**src/verilog/tcp_tx_pkg.sv**
```systemverilog
package tcp_tx_pkg;

  typedef logic [3:0][7:0] ipv4_t;
  typedef logic [5:0][7:0] mac_t;
  typedef logic [15:0]     port_t;
  typedef logic [31:0]     tcp_num_t;

  typedef struct packed {
    ipv4_t    ipv4_addr; // remote side
    mac_t     mac_addr;
    port_t    loc_port;
    port_t    rem_port;
    tcp_num_t loc_ack;
  } tcb_t;

  typedef struct packed {
    ipv4_t ipv4_addr;
    mac_t  mac_addr;
  } dev_t;

  typedef enum logic [1:0] {
    tcp_closed,
    tcp_syn_sent,
    tcp_connected,
    tcp_fin_wait
  } tcp_stat_t;

  typedef struct packed {
    mac_t        dst_mac;
    mac_t        src_mac;
    logic [15:0] ethertype;
  } mac_hdr_t;

  typedef struct packed {
    logic [3:0]  ver;
    logic [3:0]  ihl;
    logic [7:0]  qos;
    logic [15:0] length;
    logic [15:0] id;
    logic        zero;
    logic        df;
    logic        mf;
    logic [12:0] fo;
    logic [7:0]  ttl;
    logic [7:0]  proto;
    logic [15:0] cks;
    ipv4_t       src_ip;
    ipv4_t       dst_ip;
  } ipv4_hdr_t;

  // checksum logic walks the words, builders fill the fields
  typedef union packed {
    ipv4_hdr_t        hdr;
    logic [9:0][15:0] words;
  } ipv4_hdr_u;

  typedef struct packed {
    port_t       src_port;
    port_t       dst_port;
    tcp_num_t    tcp_seq_num;
    tcp_num_t    tcp_ack_num;
    logic [3:0]  tcp_offset;
    logic [2:0]  tcp_rsvd;
    logic [8:0]  tcp_flags;
    logic [15:0] tcp_wnd_size;
    logic [15:0] tcp_cks;
    logic [15:0] tcp_pointer;
  } tcp_hdr_t;

  typedef struct packed {
    mac_hdr_t    mac_hdr;
    ipv4_hdr_u   ipv4_hdr;
    tcp_hdr_t    tcp_hdr;
    logic [15:0] pld_len;
    logic [15:0] pld_cks;
  } tcp_meta_t;

  typedef struct packed {
    tcp_num_t    seq;
    logic [15:0] lng;
    logic [15:0] cks;
  } tcp_pld_info_t;

  typedef struct packed {
    logic      rdy;
    tcp_meta_t meta;
  } tx_req_t;

  typedef struct packed {
    logic acc;
    logic done;
  } tx_rsp_t;

  localparam logic [8:0]  TCP_FLAG_FIN = 9'h001;
  localparam logic [8:0]  TCP_FLAG_SYN = 9'h002;
  localparam logic [8:0]  TCP_FLAG_RST = 9'h004;
  localparam logic [8:0]  TCP_FLAG_PSH = 9'h008;
  localparam logic [8:0]  TCP_FLAG_ACK = 9'h010;
  localparam logic [3:0]  TCP_DEFAULT_OFFSET  = 4'd5;
  localparam logic [15:0] DEFAULT_WINDOW_SIZE = 16'd1000;
  localparam logic [7:0]  IPV4_TTL       = 8'd64;
  localparam logic [7:0]  PROTO_TCP      = 8'd6;
  localparam logic [15:0] ETHERTYPE_IPV4 = 16'h0800;
  localparam int          HDR_WORDS      = 27;
  localparam int          PLD_Q_DEPTH    = 4;

  // id and ip checksum are left zero, the serializer fills them in
  function automatic tcp_meta_t build_meta(
    input tcb_t        tcb,
    input dev_t        dev,
    input logic [8:0]  flags,
    input tcp_num_t    seq,
    input tcp_num_t    ack,
    input logic [15:0] pld_len,
    input logic [15:0] pld_cks
  );
    tcp_meta_t m;
    m = '0;
    m.mac_hdr.dst_mac          = tcb.mac_addr;
    m.mac_hdr.src_mac          = dev.mac_addr;
    m.mac_hdr.ethertype        = ETHERTYPE_IPV4;
    m.ipv4_hdr.hdr.ver         = 4'd4;
    m.ipv4_hdr.hdr.ihl         = 4'd5;
    m.ipv4_hdr.hdr.length      = pld_len + 16'd40; // 20 ip + 20 tcp
    m.ipv4_hdr.hdr.df          = 1'b1;
    m.ipv4_hdr.hdr.ttl         = IPV4_TTL;
    m.ipv4_hdr.hdr.proto       = PROTO_TCP;
    m.ipv4_hdr.hdr.src_ip      = dev.ipv4_addr;
    m.ipv4_hdr.hdr.dst_ip      = tcb.ipv4_addr;
    m.tcp_hdr.src_port         = tcb.loc_port;
    m.tcp_hdr.dst_port         = tcb.rem_port;
    m.tcp_hdr.tcp_seq_num      = seq;
    m.tcp_hdr.tcp_ack_num      = ack;
    m.tcp_hdr.tcp_offset       = TCP_DEFAULT_OFFSET;
    m.tcp_hdr.tcp_flags        = flags;
    m.tcp_hdr.tcp_wnd_size     = DEFAULT_WINDOW_SIZE;
    m.pld_len                  = pld_len;
    m.pld_cks                  = pld_cks;
    return m;
  endfunction

endpackage

```
**src/verilog/tcp_tx_pld_track.sv**
```systemverilog
`timescale 1ns/1ps

module tcp_tx_pld_track (
  input  logic                      clk,
  input  logic                      rst,
  input  logic                      pld_push,
  input  logic [15:0]               pld_push_lng,
  input  logic [15:0]               pld_push_cks,
  input  logic                      pld_sent,
  input  logic                      seq_bump,
  output logic                      send_pld,
  output tcp_tx_pkg::tcp_pld_info_t pld_info,
  output tcp_tx_pkg::tcp_num_t      loc_seq,
  output logic                      pld_full
);

  import tcp_tx_pkg::*;

  tcp_pld_info_t queue [PLD_Q_DEPTH];

  logic [$clog2(PLD_Q_DEPTH)-1:0] wr_ptr;
  logic [$clog2(PLD_Q_DEPTH)-1:0] rd_ptr;
  logic [$clog2(PLD_Q_DEPTH):0]   count;
  tcp_num_t                       tail_seq; // loc_seq plus all queued lengths
  tcp_num_t                       next_tail;
  logic                           push_ok;
  logic                           pop;

  assign pld_full  = (count == PLD_Q_DEPTH);
  assign send_pld  = (count != 0);
  assign pld_info  = queue[rd_ptr];
  assign push_ok   = pld_push && !pld_full;
  assign pop       = pld_sent && send_pld;
  assign next_tail = tail_seq + {31'd0, seq_bump};

  always_ff @(posedge clk) begin
    if (rst) begin
      wr_ptr   <= '0;
      rd_ptr   <= '0;
      count    <= '0;
      loc_seq  <= 32'h1000;
      tail_seq <= 32'h1000;
    end else begin
      if (push_ok) begin
        wr_ptr   <= wr_ptr + 1'b1;
        tail_seq <= next_tail + {16'd0, pld_push_lng};
      end else begin
        tail_seq <= next_tail;
      end
      if (pop) begin
        rd_ptr  <= rd_ptr + 1'b1;
        loc_seq <= loc_seq + {16'd0, queue[rd_ptr].lng} + {31'd0, seq_bump};
      end else begin
        loc_seq <= loc_seq + {31'd0, seq_bump}; // SYN/FIN take one number
      end
      case ({push_ok, pop})
        2'b10:   count <= count + 1'b1;
        2'b01:   count <= count - 1'b1;
        default: count <= count;
      endcase
    end
  end

  always_ff @(posedge clk) begin
    if (push_ok) begin
      queue[wr_ptr].seq <= next_tail;
      queue[wr_ptr].lng <= pld_push_lng;
      queue[wr_ptr].cks <= pld_push_cks;
    end
  end

  a_no_push_when_full: assert property (@(posedge clk) disable iff (rst)
    pld_full |-> !pld_push)
    else $error("payload descriptor dropped, queue full");

endmodule

```
**src/verilog/tcp_ctl_tx.sv**
```systemverilog
`timescale 1ns/1ps

module tcp_ctl_tx (
  input  logic                 clk,
  input  logic                 rst,
  input  tcp_tx_pkg::tcb_t     tcb,
  input  tcp_tx_pkg::dev_t     dev,
  input  tcp_tx_pkg::tcp_num_t loc_seq,
  input  logic                 ctl_send,
  input  logic [8:0]           ctl_flags,
  input  tcp_tx_pkg::tx_rsp_t  ctl_rsp,
  output tcp_tx_pkg::tx_req_t  ctl_req,
  output logic                 ctl_sent,
  output logic                 seq_bump
);

  import tcp_tx_pkg::*;

  enum logic {idle_s, active_s} state;

  logic     ctl_rdy;
  logic     bump_flag; // SYN or FIN in the latched segment
  tcp_num_t ack_num;

  assign ack_num      = ((ctl_flags & TCP_FLAG_ACK) != '0) ? tcb.loc_ack : '0;
  assign ctl_req.rdy  = ctl_rdy;
  assign bump_flag    = (ctl_req.meta.tcp_hdr.tcp_flags & (TCP_FLAG_SYN | TCP_FLAG_FIN)) != '0;

  always_ff @(posedge clk) begin
    if (rst) begin
      state    <= idle_s;
      ctl_rdy  <= 1'b0;
      ctl_sent <= 1'b0;
      seq_bump <= 1'b0;
    end else begin
      ctl_sent <= 1'b0;
      seq_bump <= 1'b0;
      case (state)
        idle_s: begin
          if (ctl_send && !ctl_sent) begin // skip the cycle the user sees ctl_sent
            ctl_rdy <= 1'b1;
            state   <= active_s;
          end
        end
        active_s: begin
          if (ctl_rsp.acc) ctl_rdy <= 1'b0;
          if (ctl_rsp.done) begin
            ctl_sent <= 1'b1;
            seq_bump <= bump_flag;
            state    <= idle_s;
          end
        end
        default: state <= idle_s;
      endcase
    end
  end

  // meta follows the inputs while idle and freezes once rdy is up
  always_ff @(posedge clk) begin
    if (state == idle_s) begin
      ctl_req.meta <= build_meta(tcb, dev, ctl_flags, loc_seq, ack_num, 16'd0, 16'd0);
    end
  end

  a_rdy_until_acc: assert property (@(posedge clk) disable iff (rst)
    ctl_req.rdy && !ctl_rsp.acc |=> ctl_req.rdy)
    else $error("control request dropped before acceptance");

endmodule

```
**src/verilog/tcp_tx_arb.sv**
```systemverilog
`timescale 1ns/1ps

module tcp_tx_arb (
  input  logic                      clk,
  input  logic                      rst,
  input  tcp_tx_pkg::tcb_t          tcb,
  input  tcp_tx_pkg::dev_t          dev,
  input  tcp_tx_pkg::tcp_stat_t     status,
  input  logic                      send_pld,
  input  tcp_tx_pkg::tcp_pld_info_t pld_info,
  input  logic                      send_ka,
  input  logic                      send_ack,
  input  tcp_tx_pkg::tcp_num_t      loc_seq,
  input  tcp_tx_pkg::tx_req_t       ctl_req,
  input  tcp_tx_pkg::tx_rsp_t       out_rsp,
  output tcp_tx_pkg::tx_req_t       out_req,
  output tcp_tx_pkg::tx_rsp_t       ctl_rsp,
  output logic                      pld_sent,
  output logic                      ka_sent,
  output logic                      ack_sent
);

  import tcp_tx_pkg::*;

  enum logic [1:0] {
    tx_none,
    tx_pld,
    tx_ka,
    tx_ack
  } kind;

  enum logic {idle_s, active_s} state;

  tx_req_t arb_req;
  tx_rsp_t arb_rsp;
  logic    sent_any;
  logic    frame_busy; // between acc and done on the shared path
  logic    any_req;

  assign sent_any = pld_sent | ka_sent | ack_sent;
  assign any_req  = send_pld | send_ka | send_ack;

  always_comb begin
    if (status == tcp_connected) begin
      out_req = arb_req;
      arb_rsp = out_rsp;
      ctl_rsp = '0;
    end else begin
      out_req = ctl_req; // control segments own the header path
      ctl_rsp = out_rsp;
      arb_rsp = '0;
    end
  end

  always_ff @(posedge clk) begin
    if (rst) begin
      state       <= idle_s;
      kind        <= tx_none;
      arb_req.rdy <= 1'b0;
      pld_sent    <= 1'b0;
      ka_sent     <= 1'b0;
      ack_sent    <= 1'b0;
      frame_busy  <= 1'b0;
    end else begin
      pld_sent <= 1'b0;
      ka_sent  <= 1'b0;
      ack_sent <= 1'b0;
      if (out_rsp.acc) frame_busy <= 1'b1;
      else if (out_rsp.done) frame_busy <= 1'b0;
      case (state)
        idle_s: begin
          // a sent pulse means the queue head or request level is still stale
          if (status == tcp_connected && !sent_any && any_req) begin
            arb_req.rdy <= 1'b1;
            state       <= active_s;
            if (send_pld) kind <= tx_pld;
            else if (send_ka) kind <= tx_ka;
            else kind <= tx_ack;
          end
        end
        active_s: begin
          if (arb_rsp.acc) arb_req.rdy <= 1'b0;
          if (arb_rsp.done) begin
            state <= idle_s;
            kind  <= tx_none;
            case (kind)
              tx_pld:  pld_sent <= 1'b1;
              tx_ka:   ka_sent  <= 1'b1;
              tx_ack:  ack_sent <= 1'b1;
              default: ;
            endcase
          end
        end
        default: state <= idle_s;
      endcase
    end
  end

  always_ff @(posedge clk) begin
    if (state == idle_s) begin
      if (send_pld) begin
        arb_req.meta <= build_meta(tcb, dev, TCP_FLAG_PSH | TCP_FLAG_ACK, pld_info.seq,
                                   tcb.loc_ack, pld_info.lng, pld_info.cks);
      end else if (send_ka) begin
        arb_req.meta <= build_meta(tcb, dev, TCP_FLAG_ACK, loc_seq - 1, tcb.loc_ack,
                                   16'd0, 16'd0); // keep-alive probes one below
      end else begin
        arb_req.meta <= build_meta(tcb, dev, TCP_FLAG_ACK, loc_seq, tcb.loc_ack,
                                   16'd0, 16'd0);
      end
    end
  end

  a_no_rdy_in_frame: assert property (@(posedge clk) disable iff (rst)
    $rose(out_req.rdy) |-> !frame_busy)
    else $error("new request raised while a frame is active");

endmodule

```
**src/verilog/tcp_hdr_ser.sv**
```systemverilog
`timescale 1ns/1ps

module tcp_hdr_ser (
  input  logic                clk,
  input  logic                rst,
  input  tcp_tx_pkg::tx_req_t in_req,
  output tcp_tx_pkg::tx_rsp_t in_rsp,
  output logic [15:0]         hdr_word,
  output logic                hdr_valid,
  output logic                hdr_last
);

  import tcp_tx_pkg::*;

  enum logic [1:0] {ser_idle, ser_cks, ser_shift} state;

  tcp_meta_t               meta_q;
  ipv4_hdr_u               ip_out;
  logic [HDR_WORDS*16-1:0] shreg;
  logic [4:0]              word_cnt;
  logic [15:0]             id_cnt;
  logic                    acc_q;
  logic [19:0]             cks_sum;
  logic [16:0]             cks_fold;

  // ones' complement sum, cks field is zero in meta_q
  always_comb begin
    cks_sum = '0;
    for (int i = 0; i < $bits(ipv4_hdr_t) / 16; i++) begin
      cks_sum = cks_sum + {4'd0, meta_q.ipv4_hdr.words[i]};
    end
    cks_fold       = {1'b0, cks_sum[15:0]} + {13'd0, cks_sum[19:16]};
    ip_out         = meta_q.ipv4_hdr;
    ip_out.hdr.cks = ~(cks_fold[15:0] + {15'd0, cks_fold[16]});
  end

  assign hdr_word    = shreg[HDR_WORDS*16-1 -: 16]; // msw first
  assign hdr_last    = hdr_valid && (word_cnt == HDR_WORDS);
  assign in_rsp.acc  = acc_q;
  assign in_rsp.done = hdr_last;

  always_ff @(posedge clk) begin
    if (rst) begin
      state     <= ser_idle;
      acc_q     <= 1'b0;
      hdr_valid <= 1'b0;
      word_cnt  <= '0;
      id_cnt    <= '0;
    end else begin
      acc_q <= 1'b0;
      case (state)
        ser_idle: begin
          if (in_req.rdy) begin
            acc_q  <= 1'b1;
            id_cnt <= id_cnt + 1'b1;
            state  <= ser_cks;
          end
        end
        ser_cks: begin
          hdr_valid <= 1'b1;
          word_cnt  <= 5'd1;
          state     <= ser_shift;
        end
        ser_shift: begin
          if (word_cnt == HDR_WORDS) begin
            hdr_valid <= 1'b0;
            word_cnt  <= '0;
            state     <= ser_idle;
          end else begin
            word_cnt <= word_cnt + 1'b1;
          end
        end
        default: state <= ser_idle;
      endcase
    end
  end

  always_ff @(posedge clk) begin
    if (state == ser_idle && in_req.rdy) begin
      meta_q                  <= in_req.meta;
      meta_q.ipv4_hdr.hdr.id  <= id_cnt;
      meta_q.ipv4_hdr.hdr.cks <= '0;
    end
    if (state == ser_cks) shreg <= {meta_q.mac_hdr, ip_out, meta_q.tcp_hdr};
    else if (state == ser_shift) shreg <= shreg << 16;
  end

endmodule

```
**src/verilog/tcp_tx_top.sv**
```systemverilog
`timescale 1ns/1ps

module tcp_tx_top (
  input  logic                  clk,
  input  logic                  rst,
  input  tcp_tx_pkg::tcb_t      tcb,
  input  tcp_tx_pkg::dev_t      dev,
  input  tcp_tx_pkg::tcp_stat_t status,
  input  logic                  pld_push,
  input  logic [15:0]           pld_push_lng,
  input  logic [15:0]           pld_push_cks,
  input  logic                  send_ka,
  input  logic                  send_ack,
  input  logic                  ctl_send,
  input  logic [8:0]            ctl_flags,
  output logic                  ka_sent,
  output logic                  ack_sent,
  output logic                  pld_sent,
  output logic                  ctl_sent,
  output logic                  pld_full,
  output logic [15:0]           hdr_word,
  output logic                  hdr_valid,
  output logic                  hdr_last
);

  import tcp_tx_pkg::*;

  tcp_pld_info_t pld_info;
  tcp_num_t      loc_seq;
  logic          send_pld;
  logic          seq_bump;
  tx_req_t       ctl_req;
  tx_rsp_t       ctl_rsp;
  tx_req_t       out_req;
  tx_rsp_t       out_rsp;

  tcp_tx_pld_track tcp_tx_pld_track_i (
    .clk          (clk),
    .rst          (rst),
    .pld_push     (pld_push),
    .pld_push_lng (pld_push_lng),
    .pld_push_cks (pld_push_cks),
    .pld_sent     (pld_sent),
    .seq_bump     (seq_bump),
    .send_pld     (send_pld),
    .pld_info     (pld_info),
    .loc_seq      (loc_seq),
    .pld_full     (pld_full)
  );

  tcp_ctl_tx tcp_ctl_tx_i (
    .clk       (clk),
    .rst       (rst),
    .tcb       (tcb),
    .dev       (dev),
    .loc_seq   (loc_seq),
    .ctl_send  (ctl_send),
    .ctl_flags (ctl_flags),
    .ctl_rsp   (ctl_rsp),
    .ctl_req   (ctl_req),
    .ctl_sent  (ctl_sent),
    .seq_bump  (seq_bump)
  );

  tcp_tx_arb tcp_tx_arb_i (
    .clk      (clk),
    .rst      (rst),
    .tcb      (tcb),
    .dev      (dev),
    .status   (status),
    .send_pld (send_pld),
    .pld_info (pld_info),
    .send_ka  (send_ka),
    .send_ack (send_ack),
    .loc_seq  (loc_seq),
    .ctl_req  (ctl_req),
    .out_rsp  (out_rsp),
    .out_req  (out_req),
    .ctl_rsp  (ctl_rsp),
    .pld_sent (pld_sent),
    .ka_sent  (ka_sent),
    .ack_sent (ack_sent)
  );

  tcp_hdr_ser tcp_hdr_ser_i (
    .clk       (clk),
    .rst       (rst),
    .in_req    (out_req),
    .in_rsp    (out_rsp),
    .hdr_word  (hdr_word),
    .hdr_valid (hdr_valid),
    .hdr_last  (hdr_last)
  );

endmodule

```
**config.mk**
```make
export PLATFORM = sky130hd
export DESIGN_NAME = tcp_tx_top
export DESIGN_NICKNAME = d
export VERILOG_FILES = /design/src/verilog/tcp_tx_pkg.sv /design/src/verilog/tcp_tx_pld_track.sv /design/src/verilog/tcp_ctl_tx.sv /design/src/verilog/tcp_tx_arb.sv /design/src/verilog/tcp_hdr_ser.sv /design/src/verilog/tcp_tx_top.sv
export SDC_FILE = /design/constraint.sdc
export NUM_CORES = 2
export LEC_CHECK = 0
export BUFFER_PORTS_ARGS = -buffer_cell sky130_fd_sc_hd__buf_2
export CAP_MARGIN = 20
export CORE_ASPECT_RATIO = 1.5
export CORE_MARGIN = 5
export CORE_UTILIZATION = 40
export DETAILED_ROUTE_END_ITERATION = 16
export SLEW_MARGIN = 30
export SYNTH_ARGS = -nofsm -noshare
export SYNTH_HDL_FRONTEND = slang
export SYNTH_SLANG_ARGS = --single-unit
```
**constraint.sdc**
```tcl
create_clock -name clk -period 32.6 [get_ports clk]
set_input_delay 3.26 -clock clk [delete_from_list [all_inputs] [get_ports clk]]
set_output_delay 3.26 -clock clk [all_outputs]
set_load 0.03 [all_outputs]
```
==> Flow_metrics.wiki <==
{| class="wikitable"
! Metric !! Value
|-
| Post-Synth Simple-Gate Area || 10.42%
|-
| Origin of the critical flop-to-flop path || tcp_hdr_ser_i.ip_out[0]
|-
| Post-CTS Hold Fix Bufs || 0
|-
| Routed len/inst || 20.56 um
|-
| Net Sw Power || 1575 uW
|-
| Sequential Power Share || 45.3%
|-
| Sequential-to-total area share from yosys stat || 71.05%
|-
| Cell Area, Placed || 66120 um^2
|-
| Syn Area/Cell || 14.56 um^2
|-
| Wire length of the first global-routing pass || 208900 um
|-
| Max incr delay on CP || 0.59 ns
|-
| I/O Buffers || 279
|-
| Top cell by count, worst path || sky130_fd_sc_hd__a21oi_1
|-
| TritonRoute pass-1 iters || 7
|-
| Die Ht || 494.1 um
|-
| Number of clock sinks || 1515
|-
| Count of fill cells added during filler insertion || 13550
|-
| Most common cell after layout, fill and taps aside || sky130_fd_sc_hd__edfxtp_1
|-
| Maxcap violations || 0
|-
| Clock transition at path regs || 0.06 ns
|-
| Fin. Hold Viols || 0
|-
| Chip width || 332.7 um
|-
| Count of synthesis-stage warnings from yosys || 0
|-
| CTS tree || yes
|-
| Worst Hold Class || reg2reg
|-
| Total Routed Length || 139100 um
|-
| CP startpoint kind || flop
|-
| Dominant synthesized flop cell || sky130_fd_sc_hd__edfxtp_1
|-
| Path depth of the worst reg2reg path || 38
|-
| Required time at the worst-slack endpoint || 33.07 ns
|-
| CTS HTree Levels || 4
|-
| Clock insertion delay at the later pin of the skew report || 0.78 ns
|-
| Critical path buffers and inverters || 2
|-
| Proportion of register bits with asynchronous set or reset after synthesis || 0%
|-
| Number of distinct standard cells referenced by the synthesized netlist || 75
|-
| Global-route usage over all layers || 16.60%
|-
| Arrival time at the worst endpoint || 10.47 ns
|-
| Post-layout min period || 9.999 ns
|-
| Slew Limit Headroom || 26.11%
|-
| Post-route clock skew || 0.02641 ns
|-
| Synthesized netlist cell count || 4293
|-
| Transition time of the tightest slew-check pin || 1.108 ns
|-
| Number of enable-type register cells in the synthesized netlist || 1406
|-
| Kind of cell adding the most delay to the critical path || adder cells
|-
| Ratio of cells with drive above 1 in the final layout || 19.57%
|-
| Setup TNS Final || 0 ns
|-
| Outcome || finished clean
|-
| Post-DRT Antenna Nets || 0
|-
| DIE AREA || 164400 um^2
|-
| Worst Setup End Kind || flop
|-
| Placer Congestion || 0.8344
|-
| Post-Synth Adder-Cell Area || 3.772%
|-
| Part of the cycle the worst path needs || 30.67%
|-
| Area fraction in compound gates after synthesis || 3.250%
|-
| Critical-path top delay cell || sky130_fd_sc_hd__o41ai_1
|-
| DRC violation total after the first TritonRoute iteration || 2396
|-
| Mux contribution to synthesized area || 7.036%
|-
| Commonest cells after routing, fill and taps aside || 1406 x sky130_fd_sc_hd__edfxtp_1, 922 x sky130_fd_sc_hd__nand2_1, 290 x sky130_fd_sc_hd__mux2_2
|-
| Number of buffers between clock root and the deepest sink || 3
|-
| Final routed DRC violation total || 0
|-
| Startpoint of the worst hold path || tcp_tx_arb_i.kind[1]
|-
| Via count of the routed design || 33890
|-
| HPWL after detailed placement || 90010 um
|-
| Critical setup path kind || reg2reg
|-
| RR Endpoint || tcp_hdr_ser_i.shreg[239]
|-
| Synthesized-area fraction occupied by xor and xnor cells || 2.383%
|-
| Grt ovf || 0
|-
| Syn-to-layout area delta || 13.59%
|-
| Cells resized by post-CTS repair || 0
|-
| Number of cells traversed by the worst hold path || 2
|-
| Number of nets produced by synthesis || 4722
|-
| FF+latch count, synth || 1515
|-
| Initial core utilization || 40.25%
|-
| Part of the power in the clock network || 31.1%
|-
| Power per unit of standard cell area || 76.16 nW/um^2
|-
| Number of nets in the layout || 5004
|-
| Total I/O pin count || 296
|-
| RSZ-0062 raised after global routing || false
|-
| TritonCTS buffer count || 148
|-
| Largest net degree at the start of global routing || 171
|-
| Finished layout cell area || 70990 um^2
|-
| Main combinational cell family by area after synthesis || simple AND/OR/NAND/NOR gates
|-
| Initial antenna violation count || 34
|-
| Worst hold endpoint || tcp_tx_arb_i.ka_sent
|-
| Cell Int Power || 3832 uW
|-
| Vias in the first global route || 34340
|-
| Per-cell via count in the routed design || 5.008
|-
| Achievable Freq || 100.0 MHz
|-
| Register-to-register setup slack || 22.60 ns
|-
| Leakage power summed over all cells || 0.02626 uW
|-
| Number of failing setup endpoints in the final timing report || 0
|-
| Peak ir drop on the vdd network || 0.07211 mV
|-
| Critical path peak fanout || 7
|-
| Cell area after synthesis || 62490 um^2
|-
| Number of slew-limit violations in the final report || 0
|-
| Combinational share of power || 23.6%
|-
| Cell chosen for the clock root || sky130_fd_sc_hd__clkbuf_16
|-
| Buffers inserted by post-CTS timing repair || 0
|-
| Switching fraction of total power || 29.12%
|-
| Total core area || 155200 um^2
|-
| Count of standard-cell rows || 177
|}
[power by group through the flow]
stage / Clock [uW] / Combinational [uW] / Sequential (uW)
finish: 1680 / 1280 / 2450
global route: 1810 / 1430 / 2460
CTS: 1730 / 1290 / 2450
detailed placement: 0 / 1280 / 2490
global placement: 0 / 1260 / 2490
floorplan: 0 / 967 / 2510
[per-stage QoR]
step	power [uW]	util (%)	hold WS [ns]	std cells	worst slack, ns
2_1_floorplan	3475	-	0.4064	4293	18.06
3_3_place_gp	3747	42.58	0.4426	6480	22.76
3_5_place_dp	3772	42.59	0.4447	6480	22.75
4_1_cts	5473	45.64	0.4612	6747	22.66
5_1_grt	5701	45.70	0.4839	6752	21.95
6_report	5407	45.73	0.4577	6766	22.60
[worst min-delay path, delay by kind of cell (launching register included)]
family,cells,cell delay (ns)
simple gates,2,0.09
flops,1,0.33
[registers in the layout, summed over array words and instances, names as in the netlist, 3 cells and up, named ones only]
signal	count
tcp_tx_pld_track_i.queue	192
tcp_hdr_ser_i.word_cnt	5
tcp_tx_pld_track_i.tail_seq	32
tcp_tx_pld_track_i.loc_seq	32
tcp_hdr_ser_i.shreg	379
tcp_tx_pld_track_i.count	3
tcp_hdr_ser_i.id_cnt	16
tcp_hdr_ser_i.meta_q	201
tcp_tx_arb_i.arb_req	274
tcp_hdr_ser_i.ip_out	96
tcp_ctl_tx_i.ctl_req	265
[cell type report]
type / count / area (um^2) / share of cell area [%]
inverters: 139 / 536.8 / 0.7561
multi-input cells: 2451 / 16870 / 23.76
diodes: 16 / 40.04 / 0.05640
clock buffers: 188 / 3969 / 5.591
well taps: 2058 / 2575 / 3.627
flip-flops and latches: 1515 / 44410 / 62.55
clock inverters: 79 / 759.5 / 1.070
repair buffers: 320 / 1836 / 2.586
[per-layer routing]
layer	global-route usage [%]	routed length [um]	share of wire, %	vias up
met4	4.782	3194	2.3	32
met5	0	225	0.16	-
met3	3.516	7455	5.4	216
met1	20.93	57580	41	16880
li1	-	-	-	16090
met2	29.07	70650	51	672
[cell usage after synthesis (13+ instances only)]
master / n / area, um^2
sky130_fd_sc_hd__nor2_1: 135 / 506.7
sky130_fd_sc_hd__nand2_1: 922 / 3461
sky130_fd_sc_hd__and3_1: 34 / 212.7
sky130_fd_sc_hd__nand2b_1: 13 / 81.33
sky130_fd_sc_hd__edfxtp_1: 1406 / 42220
sky130_fd_sc_hd__o31ai_1: 16 / 120.1
sky130_fd_sc_hd__nor3_1: 39 / 195.2
sky130_fd_sc_hd__xor2_1: 84 / 735.7
sky130_fd_sc_hd__and2_1: 75 / 469.2
sky130_fd_sc_hd__mux4_2: 48 / 1081
sky130_fd_sc_hd__or4_1: 21 / 157.7
sky130_fd_sc_hd__inv_1: 138 / 518.0
sky130_fd_sc_hd__nand3_1: 43 / 215.2
sky130_fd_sc_hd__o21ai_0: 73 / 365.4
sky130_fd_sc_hd__nand4_1: 23 / 143.9
sky130_fd_sc_hd__fa_1: 54 / 1081
sky130_fd_sc_hd__mux2_2: 290 / 3266
sky130_fd_sc_hd__a31oi_1: 17 / 106.4
sky130_fd_sc_hd__nor2b_1: 71 / 444.2
sky130_fd_sc_hd__buf_4: 17 / 127.6
sky130_fd_sc_hd__clkbuf_1: 160 / 600.6
sky130_fd_sc_hd__dfxtp_1: 109 / 2182
sky130_fd_sc_hd__ha_1: 102 / 1276
sky130_fd_sc_hd__or3_1: 21 / 131.4
sky130_fd_sc_hd__xnor2_1: 86 / 753.2
sky130_fd_sc_hd__a21o_1: 29 / 217.7
sky130_fd_sc_hd__or2_2: 18 / 112.6
sky130_fd_sc_hd__a21oi_1: 92 / 460.4
sky130_fd_sc_hd__a211oi_1: 28 / 210.2
[logic make-up (layout without fill, tap and decap cells)]
logic type               Yosys count  count (layout)
flip-flops                      1515            1515
AND/OR/NAND/NOR                 1460            1460
multiplexers                     343             343
buffers and inverters            327             726
AO/OA/AOI/OAI                    322             322
XOR/XNOR                         170             170
adder cells (fa/ha/maj)          156             156
other                              0              16
[how the worst max path moves through the flow]
stage	from	to	slack (ns)	cells past startpoint
final	tcp_hdr_ser_i.ip_out[0]	tcp_hdr_ser_i.shreg[239]	22.60	38
after global routing	tcp_hdr_ser_i.ip_out[0]	tcp_hdr_ser_i.shreg[239]	21.95	38
after CTS	tcp_hdr_ser_i.ip_out[0]	tcp_hdr_ser_i.shreg[239]	22.66	38
after detailed placement	tcp_hdr_ser_i.ip_out[0]	tcp_hdr_ser_i.shreg[239]	22.75	38
after global placement	tcp_hdr_ser_i.ip_out[0]	tcp_hdr_ser_i.shreg[239]	22.76	38
after floorplan	status[1]	tcp_hdr_ser_i.id_cnt[5]	18.06	8
No activity file was read; power rests on OpenSTA's default activity.
